### src/design/wb_pkg.sv
`default_nettype none

package wb_pkg;

    localparam int WB_ADDR_W = 10;  // word address, 1024 words
    localparam int WB_DATA_W = 32;
    localparam int WB_SEL_W  = 4;

    typedef struct packed {
        logic                 cyc;
        logic                 stb;
        logic                 we;
        logic [WB_SEL_W-1:0]  sel;
        logic [WB_ADDR_W-1:0] adr;
        logic [WB_DATA_W-1:0] dat_w;
    } wb_req_t;

    typedef struct packed {
        logic                 ack;
        logic [WB_DATA_W-1:0] dat_r;
    } wb_resp_t;

endpackage

`default_nettype wire

### src/design/wb_arbiter.sv
`default_nettype none

module wb_arbiter
    import wb_pkg::*;
(
    input  wire          clk,
    input  wire          rst,
    input  var wb_req_t  m_host_req,
    input  var wb_req_t  m_data_req,
    input  var wb_req_t  m_inst_req,
    output wb_resp_t     m_host_resp,
    output wb_resp_t     m_data_resp,
    output wb_resp_t     m_inst_resp,
    output wb_req_t      s_req,
    input  var wb_resp_t s_resp
);

    typedef enum logic [1:0] {
        OWN_NONE,
        OWN_HOST,
        OWN_DATA,
        OWN_INST
    } owner_e;

    owner_e owner;

    always_comb begin
        case (owner)
            OWN_HOST: s_req = m_host_req;
            OWN_DATA: s_req = m_data_req;
            OWN_INST: s_req = m_inst_req;
            default:  s_req = '0;
        endcase
    end

    // grant only from idle, drop it once the owner lets go of cyc
    always_ff @(posedge clk) begin
        if (rst) begin
            owner <= OWN_NONE;
        end else if (owner == OWN_NONE) begin
            if (m_host_req.cyc) owner <= OWN_HOST;
            else if (m_data_req.cyc) owner <= OWN_DATA;
            else if (m_inst_req.cyc) owner <= OWN_INST;
        end else if (!s_req.cyc) begin
            owner <= OWN_NONE;
        end
    end

    // losers see no ack and just keep stb up
    assign m_host_resp = (owner == OWN_HOST) ? s_resp : wb_resp_t'('0);
    assign m_data_resp = (owner == OWN_DATA) ? s_resp : wb_resp_t'('0);
    assign m_inst_resp = (owner == OWN_INST) ? s_resp : wb_resp_t'('0);

endmodule

`default_nettype wire

### config.mk
export PLATFORM = sky130hd
export DESIGN_NAME = wb_arbiter
export DESIGN_NICKNAME = d
export VERILOG_FILES = /design/src/design/wb_pkg.sv /design/src/design/wb_arbiter.sv
export SDC_FILE = /design/constraint.sdc
export NUM_CORES = 1
export LEC_CHECK = 0
export ABC_AREA = 1
export BUFFER_PORTS_ARGS = -buffer_cell sky130_fd_sc_hd__buf_2
export CAP_MARGIN = 5
export CORE_AREA = 3 3 127 129
export CTS_BUF_LIST = sky130_fd_sc_hd__clkbuf_4 sky130_fd_sc_hd__clkbuf_8
export DETAILED_ROUTE_END_ITERATION = 8
export DIE_AREA = 0 0 130 132
export PLACE_DENSITY_LB_ADDON = 0.08
export SETUP_SLACK_MARGIN = 0.15
export SLEW_MARGIN = 20
export SYNTH_ARGS = -nofsm -noshare
export SYNTH_HDL_FRONTEND = slang
export SYNTH_SLANG_ARGS = --single-unit
### constraint.sdc
create_clock -name clk -period 1.4 [get_ports clk]
set_input_delay 0.07 -clock clk [delete_from_list [all_inputs] [get_ports clk]]
set_output_delay 0.07 -clock clk [all_outputs]
set_load 0.02 [all_outputs]
==> metrics.cfg <==
[die]
start_util_pct=11.2
ios=330
rows=45
die_w_um=130
die_h_um=132
die_area_sq_mm=0.0172
core_area_sq_mm=0.0151

[sta]
slew_headroom_pct=82.8
fin_tns_setup_ns=-0.0952
rsz0062_at_grt=true
max_slew.worst_pin.slew_ns=0.258
setup_viol=8
fin_worst_skew_ns=0.000654
fin_hold_ws_ns=0.0351
min_period_ns=1.42
setup_slack_ns=-0.0220
max_clock_freq_mhz=703
final-max-slew-violation-count=0
timing.final.crit_share_pct=102
hold_viol=0

[finish]
drive_above_1_share_pct=69.8
largest_registers=owner x2
largest_reg_flops=2
max_flop_register=owner
diodes=0
final_cells=909
multi_input_comb_area_sq_mm=0.00210
fin_nets=905
syn_to_final_growth_pct=230
fin_util_pct=37.0
design_area_sq_mm=0.00560
nFillCells=1605
regArea_sq_um=47.5

[routing]
final_antenna_net_count=0
post-route-drc-count=0
vias=3966
drt-wirelength-per-cell_um=16.8
drt_wl_total_mm=15.2
vias_per_cell=4.36
drtPass1Iterations=6
drtIter0Drc=131

[synth]
synth_cells=383
ys_seq_area_share_pct=2.36
synth_edf_count=0
synth-seq-cells=2
syn_nets=565
ys.flop_type=dfxtp_1
ys_top_cells_by_area=nand3_1 (40%), nor2_1 (23%), nand2_1 (14%)
synth_cell_types=14
yosysWarnings=0
avgSynthCellArea_sq_um=4.43
synth_area_leader_cell=nand3_1
synth_top_area_share_pct=40.1
synthTopCellsByCount=nand3_1 (136), nor2_1 (103), nand2_1 (62)
synthesis.area_sq_mm=0.00170
synthArstFlopShare_pct=0
synth_most_common_cell=nand3_1

[status]
violations=setup timing
status=finished, violations left

[pwr]
power_switching_uw=1650
vdd_drop_max_mv=0.201
p_sw_share_pct=51.3
p_leak_uw=0.00315
power.density_mw_per_mm2=576
internal_power_uw=1570
p_clk_share_pct=7.1
seq_power_share_pct=3.0
comb_power_share_pct=89.8

[setup_path]
r2r_slack_ns=0.20
crit_required_ns=1.33
end_kind=output pin
arrival_ns=1.35
crit_type=register to output pin
start_kind=register
cp_max_fo=7

[run]
maxCapViolations=0

[clock_network]
clock_latency_ns=0.21
cts_buffer_depth=2
ctsHoldBuffers=0
clkTransAtPathRegs_ns=0.03
cts.sinks=2
h-tree-depth=1
cts_tree=done
root_buffer=clkbuf_8
numCtsBuffers=3

[placement]
io_buffers=329
dp.cells=885
place_area_sq_mm=0.00361
dp_hpwl_mm=10.4
place.gp.congestion=0.801

[global_route]
gr-total-overflow=0
antenna_found_initial=0
grt_usage_pct=14.6
grt_max_degree=30
grt_pass1_vias=3729
grt_pass1_wl_mm=19.8

[hold_path]
hold_class=input pin to register

[cell type report]
class | count | area share (%)
inverter | 38 | 2.99
tap | 188 | 4.20
sequential | 2 | 0.848
timing repair buffer | 369 | 53.8
multi-input combinational | 309 | 37.4
clock buffer | 3 | 0.737
[path summary, 6_finish.rpt]
path / start / end / depth (start not counted)
setup / recovery: owner[1] / s_req[30] / 7
hold / removal: rst / owner[0] / 2
setup reg to reg: owner[0] / owner[0] / 7
hold reg to reg: owner[1] / owner[1] / 4
[power groups by stage]
| stage | Combinational [uW] | Clock [uW] | Sequential [uW] |
|---|---|---|---|
| 2_1_floorplan | 1100 | 0 | 73.8 |
| 3_5_place_dp | 1950 | 0 | 80.8 |
| 4_1_cts | 2530 | 241 | 88.1 |
| 6_report | 2900 | 230 | 97.6 |
| 5_1_grt | 3080 | 242 | 99.4 |
| 3_3_place_gp | 1960 | 0 | 81.3 |
[worst max-delay path: stages, from the launching register on]
cell and delay (ns):
dfxtp_4 0.39, nand2_8 0.11, clkinv_8 0.08, buf_12 0.13
clkbuf_16 0.16, nand2_2 0.06, nand3_2 0.06, buf_6 0.13
[cell families (layout without fill, tap and decap cells)]
kind of cell	Yosys count	after routing	synth area share [%]
and+or+nand+nor	303	303	77.3
buffers and inverters	72	410	18.2
AOI/OAI and AO/OA	6	6	2.14
DFF	2	2	2.36
[cell usage in the layout (no fill, tap or decap)]
master and instances:
a21oi_2 1, a31oi_1 4, a31oi_4 1, buf_12 13, buf_16 6, buf_2 189, buf_4 64, buf_6 91
buf_8 1, clkbuf_16 5, clkbuf_8 3, clkinv_8 1, dfxtp_4 2, inv_1 35, inv_6 1, inv_8 1
nand2_1 31, nand2_2 14, nand2_4 16, nand2_8 2, nand3_1 100, nand3_2 36, nor2_1 48, nor2_2 11
nor2_4 45
[timing repair]
item	in CTS	in global routing
pin swaps	2	3
setup endpoints to repair	143	150
resized for setup	233	228
buffers inserted	6	3
cloned	6	6
[per-stage QoR]
step	setup slack [ns]	power (uW)
after floorplan	0.169	1170
after global placement	0.116	2050
after detailed placement	0.128	2030
after CTS	-0.00163	2860
after global routing	-0.0569	3420
final	-0.0220	3230
[metal layers]
layer / part of all wire [%] / wire length (um) / global-route usage (%)
met2: 56 / 8560 / 30.1
met4: 2.0 / 300 / 3.64
met3: 6.4 / 977 / 1.54
met1: 36 / 5420 / 15.0
met5: 0 / 0 / 0
(Power assumes the default switching activity.)
