## src/design/wb_pkg.sv

```systemverilog
`default_nettype none

package wb_pkg;

    localparam int WB_ADDR_W = 10;  // word address, 1024 words
    localparam int WB_DATA_W = 32;
    localparam int WB_SEL_W  = 4;

    typedef struct packed {
        logic                 cyc;
        logic                 stb;
        logic                 we;
        logic [WB_SEL_W-1:0]  sel;
        logic [WB_ADDR_W-1:0] adr;
        logic [WB_DATA_W-1:0] dat_w;
    } wb_req_t;

    typedef struct packed {
        logic                 ack;
        logic [WB_DATA_W-1:0] dat_r;
    } wb_resp_t;

endpackage

`default_nettype wire

```

## src/design/rv_isa_pkg.sv

```systemverilog
`default_nettype none

package rv_isa_pkg;

    localparam int XLEN = 32;
    localparam logic [XLEN-1:0] RESET_PC = 32'h0000_0000;

    localparam logic [6:0] OP_LUI    = 7'b0110111;
    localparam logic [6:0] OP_IMM    = 7'b0010011;
    localparam logic [6:0] OP_REG    = 7'b0110011;
    localparam logic [6:0] OP_LOAD   = 7'b0000011;
    localparam logic [6:0] OP_STORE  = 7'b0100011;
    localparam logic [6:0] OP_BRANCH = 7'b1100011;
    localparam logic [6:0] OP_JAL    = 7'b1101111;
    localparam logic [6:0] OP_SYSTEM = 7'b1110011;

    localparam logic [2:0] F3_ADD_SUB = 3'b000;
    localparam logic [2:0] F3_XOR     = 3'b100;
    localparam logic [2:0] F3_OR      = 3'b110;
    localparam logic [2:0] F3_AND     = 3'b111;
    localparam logic [2:0] F3_LW      = 3'b010;
    localparam logic [2:0] F3_SW      = 3'b010;
    localparam logic [2:0] F3_BEQ     = 3'b000;
    localparam logic [2:0] F3_BNE     = 3'b001;

    localparam logic [6:0] F7_BASE = 7'b0000000;
    localparam logic [6:0] F7_SUB  = 7'b0100000;

    localparam logic [31:0] EBREAK_WORD = 32'h0010_0073;

    typedef struct packed {
        logic [6:0] funct7;
        logic [4:0] rs2;
        logic [4:0] rs1;
        logic [2:0] funct3;
        logic [4:0] rd;
        logic [6:0] opcode;
    } r_fmt_t;

    typedef struct packed {
        logic [11:0] imm;
        logic [4:0]  rs1;
        logic [2:0]  funct3;
        logic [4:0]  rd;
        logic [6:0]  opcode;
    } i_fmt_t;

    typedef struct packed {
        logic [6:0] imm_hi;
        logic [4:0] rs2;
        logic [4:0] rs1;
        logic [2:0] funct3;
        logic [4:0] imm_lo;
        logic [6:0] opcode;
    } s_fmt_t;

    typedef struct packed {
        logic       imm12;
        logic [5:0] imm10_5;
        logic [4:0] rs2;
        logic [4:0] rs1;
        logic [2:0] funct3;
        logic [3:0] imm4_1;
        logic       imm11;
        logic [6:0] opcode;
    } b_fmt_t;

    typedef struct packed {
        logic [19:0] imm;
        logic [4:0]  rd;
        logic [6:0]  opcode;
    } u_fmt_t;

    typedef struct packed {
        logic       imm20;
        logic [9:0] imm10_1;
        logic       imm11;
        logic [7:0] imm19_12;
        logic [4:0] rd;
        logic [6:0] opcode;
    } j_fmt_t;

    // one fetched word, viewed through whichever format the opcode calls for
    typedef union packed {
        r_fmt_t r;
        i_fmt_t i;
        s_fmt_t s;
        b_fmt_t b;
        u_fmt_t u;
        j_fmt_t j;
    } inst_u;

    typedef enum logic [2:0] {
        ALU_ADD,
        ALU_SUB,
        ALU_AND,
        ALU_OR,
        ALU_XOR,
        ALU_PASS_B
    } alu_op_e;

endpackage

`default_nettype wire

```

## src/design/fetch_unit.sv

```systemverilog
`default_nettype none

module fetch_unit
    import wb_pkg::*;
    import rv_isa_pkg::*;
(
    input  wire             clk,
    input  wire             rst,
    input  wire             run,
    output wb_req_t         wb_req,
    input  var wb_resp_t    wb_resp,
    output inst_u           inst,
    output logic [XLEN-1:0] pc,
    output logic            inst_valid,
    input  wire             inst_taken,
    input  wire [XLEN-1:0]  next_pc
);

    typedef enum logic {
        S_FETCH,
        S_HOLD
    } state_e;

    state_e state;
    logic   pending;  // bus cycle already open, keep it until ack

    assign wb_req.cyc   = (state == S_FETCH) && (run || pending);
    assign wb_req.stb   = wb_req.cyc;
    assign wb_req.we    = 1'b0;
    assign wb_req.sel   = '1;
    assign wb_req.adr   = pc[WB_ADDR_W+1:2];
    assign wb_req.dat_w = '0;

    assign inst_valid = (state == S_HOLD);

    always_ff @(posedge clk) begin
        if (rst) begin
            state   <= S_FETCH;
            pending <= 1'b0;
            pc      <= RESET_PC;
        end else begin
            pending <= wb_req.cyc && !wb_resp.ack;
            case (state)
                S_FETCH: if (wb_resp.ack) state <= S_HOLD;
                S_HOLD: begin
                    if (inst_taken) begin
                        state <= S_FETCH;
                        pc    <= next_pc;
                    end
                end
                default: state <= S_FETCH;
            endcase
        end
    end

    always_ff @(posedge clk) begin
        if (state == S_FETCH && wb_resp.ack) begin
            inst <= wb_resp.dat_r;
        end
    end

endmodule

`default_nettype wire

```

## config.mk

```make
export PLATFORM = sky130hd
export DESIGN_NAME = fetch_unit
export DESIGN_NICKNAME = d
export VERILOG_FILES = /design/src/design/wb_pkg.sv /design/src/design/rv_isa_pkg.sv /design/src/design/fetch_unit.sv
export SDC_FILE = /design/constraint.sdc
export NUM_CORES = 1
export LEC_CHECK = 0
export BUFFER_PORTS_ARGS = -buffer_cell sky130_fd_sc_hd__buf_2
export CAP_MARGIN = 20
export CELL_PAD_IN_SITES_DETAIL_PLACEMENT = 1
export CELL_PAD_IN_SITES_GLOBAL_PLACEMENT = 1
export CORE_UTILIZATION = 34
export CTS_CLUSTER_DIAMETER = 150
export DETAILED_ROUTE_END_ITERATION = 8
export HOLD_SLACK_MARGIN = 0.03
export PLACE_DENSITY_LB_ADDON = 0.1
export SYNTH_ARGS = -nofsm -noshare
export SYNTH_HDL_FRONTEND = slang
export SYNTH_SLANG_ARGS = --single-unit
export TNS_END_PERCENT = 5
```

## constraint.sdc

```tcl
create_clock -name clk -period 4.3 [get_ports clk]
set_clock_uncertainty 0.2 [all_clocks]
set_input_delay 0.215 -clock clk [delete_from_list [all_inputs] [get_ports clk]]
set_output_delay 0.215 -clock clk [all_outputs]
set_load 0.005 [all_outputs]
```

==> qor.txt, run 1 <==
Status = complete, no violations
Largest family of logic cells by synthesized area = compound AO/OA/AOI/OAI gates
Share of cells above drive strength 1 = 44.7%
Cts bufs inserted = 9
DR iter-0 viols = 18
Clock Tree Buf Depth = 2
CP cell instances = buf_4 > a21bo_2 > a21oi_2
Compound-gate portion of the synthesized area = 18.8%
DP Wirelength = 4580 um
Count leader, synth = buf_4
Count of state elements after synthesis = 66
Combinational share of power = 14.8%
Placer Congestion = 0.646
Final Total Pwr = 1.33 mW
RSZ-0062 raised after global routing = no
Mux share of post-synthesis cell area = 0%
Avg Cell Area, Syn = 12.6 um^2
Area contributors post-synth = edfxtp_1 32%, dfxtp_1 23%, buf_4 13%
Largest stage delay, worst path = 0.70 ns
CP startpoint kind = flip-flop
Routed WL = 7640 um
Post-Synth Adder-Cell Area = 0%
Final setup fails = 0
Final hold viol count = 0
Antenna violations before repair = 0
Reg area = 0.00164 mm^2
First-pass GRT wire length = 11,300 um
Routed Antenna Nets = 0
Synth Area in XOR/XNOR = 0%
Drc violations = 0
Post-layout instance area = 0.00428 mm^2
Htree depth = 3
Dpl cell area = 0.00346 mm^2
Largest net degree at the start of global routing = 41
Max rail drop VDD = 149 uV
I/O pins = 183
Switch share = 24.9%
Worst Path Max Fanout = 40
Slew headroom = 42.0%
Post-CTS sizing = 0
TNS Setup = 0 ns
Unique cell type count in the Yosys netlist = 19
Input/output buffers = 145
Worst-skew pair later-pin latency = 0.33 ns
Hold-fix buffers, CTS = 66
HP Class = in -> reg
Setup CP Type = reg -> reg
Multi-input logic area = 942 um^2
Core box area = 0.00834 mm^2
Vias per inst = 4.30
Worst Path Required = 4.28 ns
Worst R2R Start = inst_valid
TritonCTS clock tree = done
Total of max-cap violations = 0
Post-CTS Setup Repair Bufs = 0
DR WL/cell = 14.2 um
Commonest cells in the netlist = 50 x buf_4, 34 x dfxtp_1, 32 x edfxtp_1, 31 x a21bo_1, 22 x nand3_1
Synth top area share = 32.3%
Number of synthesized flops with an enable pin = 32
Synth warn = 0
Reg power frac = 53.3%
Fin crit period = 1.84 ns
Pins over their slew limit = 0
Number of global-route vias before repair = 2,322
Int Pwr = 1.00 mW
CP arrival = 1.82 ns
GRT Util Overall = 16.8%
Die width = 95.5 um
Ant. Diodes = 0
Die area = 0.00913 mm^2
Max Fclk = 543 MHz
CP endpoint kind = flip-flop
Post-layout util = 51.3%
Post-synthesis sequential area ratio = 55.2%
Critical path launch point = inst_valid
Layout fillers = 951
Async SR Flop Fraction = 0%
Layout Cells excl Fill = 539
NetSw = 0.332 mW
Routed vias = 2,317
Fin crit share = 42.9%
Clock power share = 31.8%
Cell area after synthesis = 0.00298 mm^2
Min-delay src = inst_taken
Power per cell area = 312 mW/mm^2
Die Y = 95.5 um
Simple-gate share of the synthesized area = 8.07%
Slew of the pin with the lowest slew margin = 0.870 ns
Site Rows = 33
Area grow syn2layout = 43.7%
Initial core utilization = 35.7%
Primary FF master, synth = dfxtp_1
Synth Instances = 237
Lkg Pwr = 1.92 nW
First drt pass iteration count = 4
GR Overflow Total = 0
Cell taking the most area after synthesis = edfxtp_1
Cells after DPL = 458
Clock slew seen by the registers of the worst setup and hold paths = 0.07 ns
Final #Nets = 499
CTS Sinks = 66
CTS root buf = clkbuf_8
Slowest-stage cell, CP = dfxtp_2
## final cells by class
type / instances / area share [%]
Clock buffer: 11 / 3.07
Clock inverter: 4 / 0.468
Multi-Input combinational cell: 139 / 22.0
Sequential cell: 66 / 38.4
Tap cell: 105 / 3.07
Timing Repair Buffer: 214 / 32.9
## cells in the final DEF, fill, tap and decap left out, drive strengths merged
master,instances
conb,37
nand3,32
a21oi,32
edfxtp,32
clkbuf,11
buf,148
a21bo,32
nor2b,1
clkinv,4
nor2,3
dlygate4sd3,66
nor4,1
a211oi,1
dfxtp,34
## metrics by stage
step,setup WS [ns],hold slack (ns)
floorplan,1.61,0.0860
global route,2.34,0.212
detailed placement,2.44,0.193
global placement,2.48,0.191
finish,2.46,0.207
CTS,2.42,0.183
## state kept, by name (all words and copies together) (netlist names)
name	count
inst_valid	1
inst	32
pending	1
pc	32
## power groups by stage
| stage | clock [mW] | combinational (mW) | sequential, mW |
|---|---|---|---|
| after floorplan | 0 | 0.116 | 0.724 |
| after global placement | 0 | 0.148 | 0.724 |
| after detailed placement | 0 | 0.150 | 0.726 |
| after CTS | 0.447 | 0.198 | 0.712 |
| after global routing | 0.472 | 0.217 | 0.716 |
| final | 0.425 | 0.198 | 0.712 |
## kinds of logic after synthesis
group           count (synthesis)
compound gates                 65
buf+inv                        67
flops                          66
other cells                     2
simple gates                   37
## per-layer routing
| metal | track usage [%] | part of all wire (%) |
|---|---|---|
| met5 | 0 | 0 |
| met2 | 31.6 | 52 |
| met1 | 17.5 | 41 |
| met4 | 6.09 | 1.4 |
| met3 | 4.78 | 5.6 |
## worst paths after layout
check                           cells after the start  slack [ns]     end
worst max-delay path                                3        2.46   pc[4]
worst min-delay path                                3        0.21   pc[2]
worst max register to register                      3        2.46   pc[4]
worst min register to register                      2        0.37  pc[27]
## worst max-delay path: cells and delay by family (launching register included)
family                 cells  cell delay (ns)
flip-flops                 1             0.70
buffers and inverters      1             0.51
AO/OA/AOI/OAI              2             0.27
Note: power is estimated with default switching activity, not from simulation.
==> inputs of run 2 (changes only) <==
- ABC_AREA: not set -> 1
- CORE_UTILIZATION: 34 -> 29
- clock period: 4.3 -> 1.77 ns (I/O delays scaled with it)
==> run 2 against run 1 <==
First-iteration DRC count increased by 39%; register-to-register slack got worse by 2.2 ns; synthesized cell count increased by 26%; clock power increased to 3.4 times the previous value; die area increased by 8.3%; critical endpoint is now pending; worst setup slack got worse by 2.3 ns; global-route usage decreased by 1.6 points; cell count increased by 18%; routed wire length decreased by 4.0%; combinational power increased to 2.7 times the previous value.
==> qor.txt, run 2 <==
Drc violations = 0 (unchanged)
Synth warn = 0 (unchanged)
Layout fillers = 1,135 (+19%)
Area grow syn2layout = 56.9%
Largest stage delay, worst path = 0.55 ns (-0.15 ns)
Clock Tree Buf Depth = 2 (unchanged)
Count of state elements after synthesis = 66 (unchanged)
First-pass GRT wire length = 11,500 um (+2.2%)
Worst Path Max Fanout = 17 (-57%)
Reg area = 0.00164 mm^2 (about the same)
Status = complete, no violations
Cell taking the most area after synthesis = edfxtp_1
DR iter-0 viols = 25 (+7)
Routed WL = 7330 um (-4.0%)
Commonest cells in the netlist = 70 x nor2_1, 56 x nand2_1, 50 x buf_4, 34 x dfxtp_1, 34 x inv_1
Grt met3 use = 4.15% (-0.64 points)
CTS Sinks = 66 (unchanged)
Total of max-cap violations = 0 (unchanged)
CP startpoint kind = input port
Hold Slack = 0.0608 ns (-0.146 ns)
Most common cell after layout, fill and taps aside = buf_2
Placer Congestion = 0.646 (about the same)
Routed Antenna Nets = 0 (unchanged)
TritonCTS clock tree = done
I/O pins = 183 (unchanged)
Pins over their slew limit = 0 (unchanged)
Final setup fails = 0 (unchanged)
Async SR Flop Fraction = 0% (unchanged)
Worst-skew pair later-pin latency = 0.33 ns (about the same)
Number of global-route vias before repair = 2,352 (+1.3%)
Post-CTS Setup Repair Bufs = 0 (unchanged)
Final hold viol count = 0 (unchanged)
Power per cell area = 859 mW/mm^2 (+180%)
Cells after DPL = 553 (+21%)
Fin crit period = 1.65 ns
DR WL/cell = 11.5 um (-19%)
Die area = 0.00989 mm^2 (+8.3%)
Gr busiest metal = met2
HP Class = in -> reg
Max rail drop VDD = 419 uV (+180%)
Number of synthesized flops with an enable pin = 32 (unchanged)
Final WS setup = 0.117 ns (-2.34 ns)
CP arrival = 1.68 ns (-0.14 ns)
Setup CP Type = in -> reg
Ant. Diodes = 0 (unchanged)
Unique cell type count in the Yosys netlist = 13 (-6)
Largest net degree at the start of global routing = 66 (+61%)
Crit-path most repeated cell = dlygate4sd3_1
M2 GR Usage = 26.6% (-5.0 points)
Initial core utilization = 29.8% (-5.9 points)
Clock slew seen by the registers of the worst setup and hold paths = 0.08 ns (about the same)
Share of cells above drive strength 1 = 34.8% (-9.9 points)
Fin crit share = 93.4%
Delay-heaviest family, CP = buffers and inverters
Cts bufs inserted = 9 (unchanged)
Vias per inst = 3.83 (-11%)
Area contributors post-synth = edfxtp_1 35%, dfxtp_1 25%, buf_4 14%
GR Overflow Total = 0 (unchanged)
GRT Util Overall = 15.1% (-1.6 points)
Max Fclk = 605 MHz
Post-synthesis sequential area ratio = 59.6% (+4.4 points)
Top flop regs = inst x32, pc x32
Worst Path Required = 1.79 ns (-2.49 ns)
Buffer and inverter count on the worst path = 5 (+4)
CTS root buf = clkbuf_8
Routed vias = 2,437 (+5.2%)
Count leader, synth = nor2_1
Synth top area share = 34.9% (+2.6 points)
Cell area after synthesis = 0.00275 mm^2 (-7.4%)
Core box area = 0.00924 mm^2 (+11%)
Final #Nets = 572 (+15%)
Commonest non-fill, non-tap cells in the layout = 145 x buf_2, 69 x nor2_1, 68 x dlygate4sd3_1
Slowest-stage cell, CP = dlygate4sd3_1
RSZ-0062 raised after global routing = no
TNS Setup = 0 ns (unchanged)
Lkg Pwr = 2.25 nW (+17%)
Avg Cell Area, Syn = 9.24 um^2 (-26%)
Site Rows = 35 (+6.1%)
DP Wirelength = 4670 um (+1.8%)
CP cell instances = dlygate4sd3_1 > buf_2 > clkinv_1 > buf_12 > o21ai_0 > nor2_1 > dlygate4sd3_1
Input/output buffers = 145 (unchanged)
Die Y = 99.5 um (+4.1%)
Primary FF master, synth = dfxtp_1
First drt pass iteration count = 4 (unchanged)
Pre-CTS setup slack = 0.475 ns (-1.96 ns)
GR Util met1 = 17.5% (about the same)
Multi-input logic area = 689 um^2 (-27%)
Die width = 99.5 um (+4.1%)
Htree depth = 3 (unchanged)
Worst Hold Depth = 5 (+2)
Synth Instances = 298 (+26%)
CP endpoint kind = flip-flop
Worst r2r path cells = 4 (+1)
Layout Cells excl Fill = 637 (+18%)
Antenna violations before repair = 0 (unchanged)
Levels on crit path = 7 (+4)
[run 2: kinds of logic after synthesis]
logic type	share of synthesized area, %
and+or+nand+nor	19.4
buffers and inverters	20.5
DFF	59.6
other	0.273
AOI/OAI and AO/OA	0.182
[run 2: final timing paths]
path | from | endpoint | slack (ns)
max | rst | pending | 0.12
min | inst_taken | inst_valid | 0.06
max reg2reg | inst_valid | pending | 0.26
min reg2reg | pc[21] | pc[21] | 0.32
[run 2: power breakdown]
group	switching, mW	internal (mW)
combinational	0.245	0.284
clock	0.631	0.806
sequential	0.0407	1.70
total	0.917	2.79
[run 2: what timing repair did]
item | 4_1_cts | 5_1_grt
hold buffers | 68 | 0
gates resized for setup | 0 | 0
setup endpoints to repair | 0 | 0
endpoints found under the hold margin | 66 | 0
[run 2: per-stage QoR]
stage / util, % / instance area [um^2] / total power, mW
2_1_floorplan: - / 2890 / 2.04
5_1_grt: 46.8 / 4320 / 3.92
3_3_place_gp: 37.0 / 3420 / 2.18
6_report: 46.8 / 4320 / 3.71
4_1_cts: 46.8 / 4320 / 3.77
3_5_place_dp: 37.0 / 3420 / 2.19
[run 2: worst min-delay path, stage by stage]
cell     delay, ns
buf_2         0.08
nand2_2       0.06
buf_12        0.19
nand2_1       0.09
nor2_1        0.03
[run 2: routing by layer]
layer  vias up  part of all wire, %
met5         -                    0
met2       112                   50
met3         9                  7.4
li1       1210                    -
met1      1106                   42
met4         0                  1.1
[run 2: cell type report]
cell class                      count  share of cell area [%]
Sequential cell                    66                    38.0
Timing Repair Buffer              217                    34.1
Multi-Input combinational cell    174                    16.0
Tap cell                          129                    3.74
Inverter                           35                    3.04
Clock buffer                        9                    2.87
Clock inverter                      7                    2.29
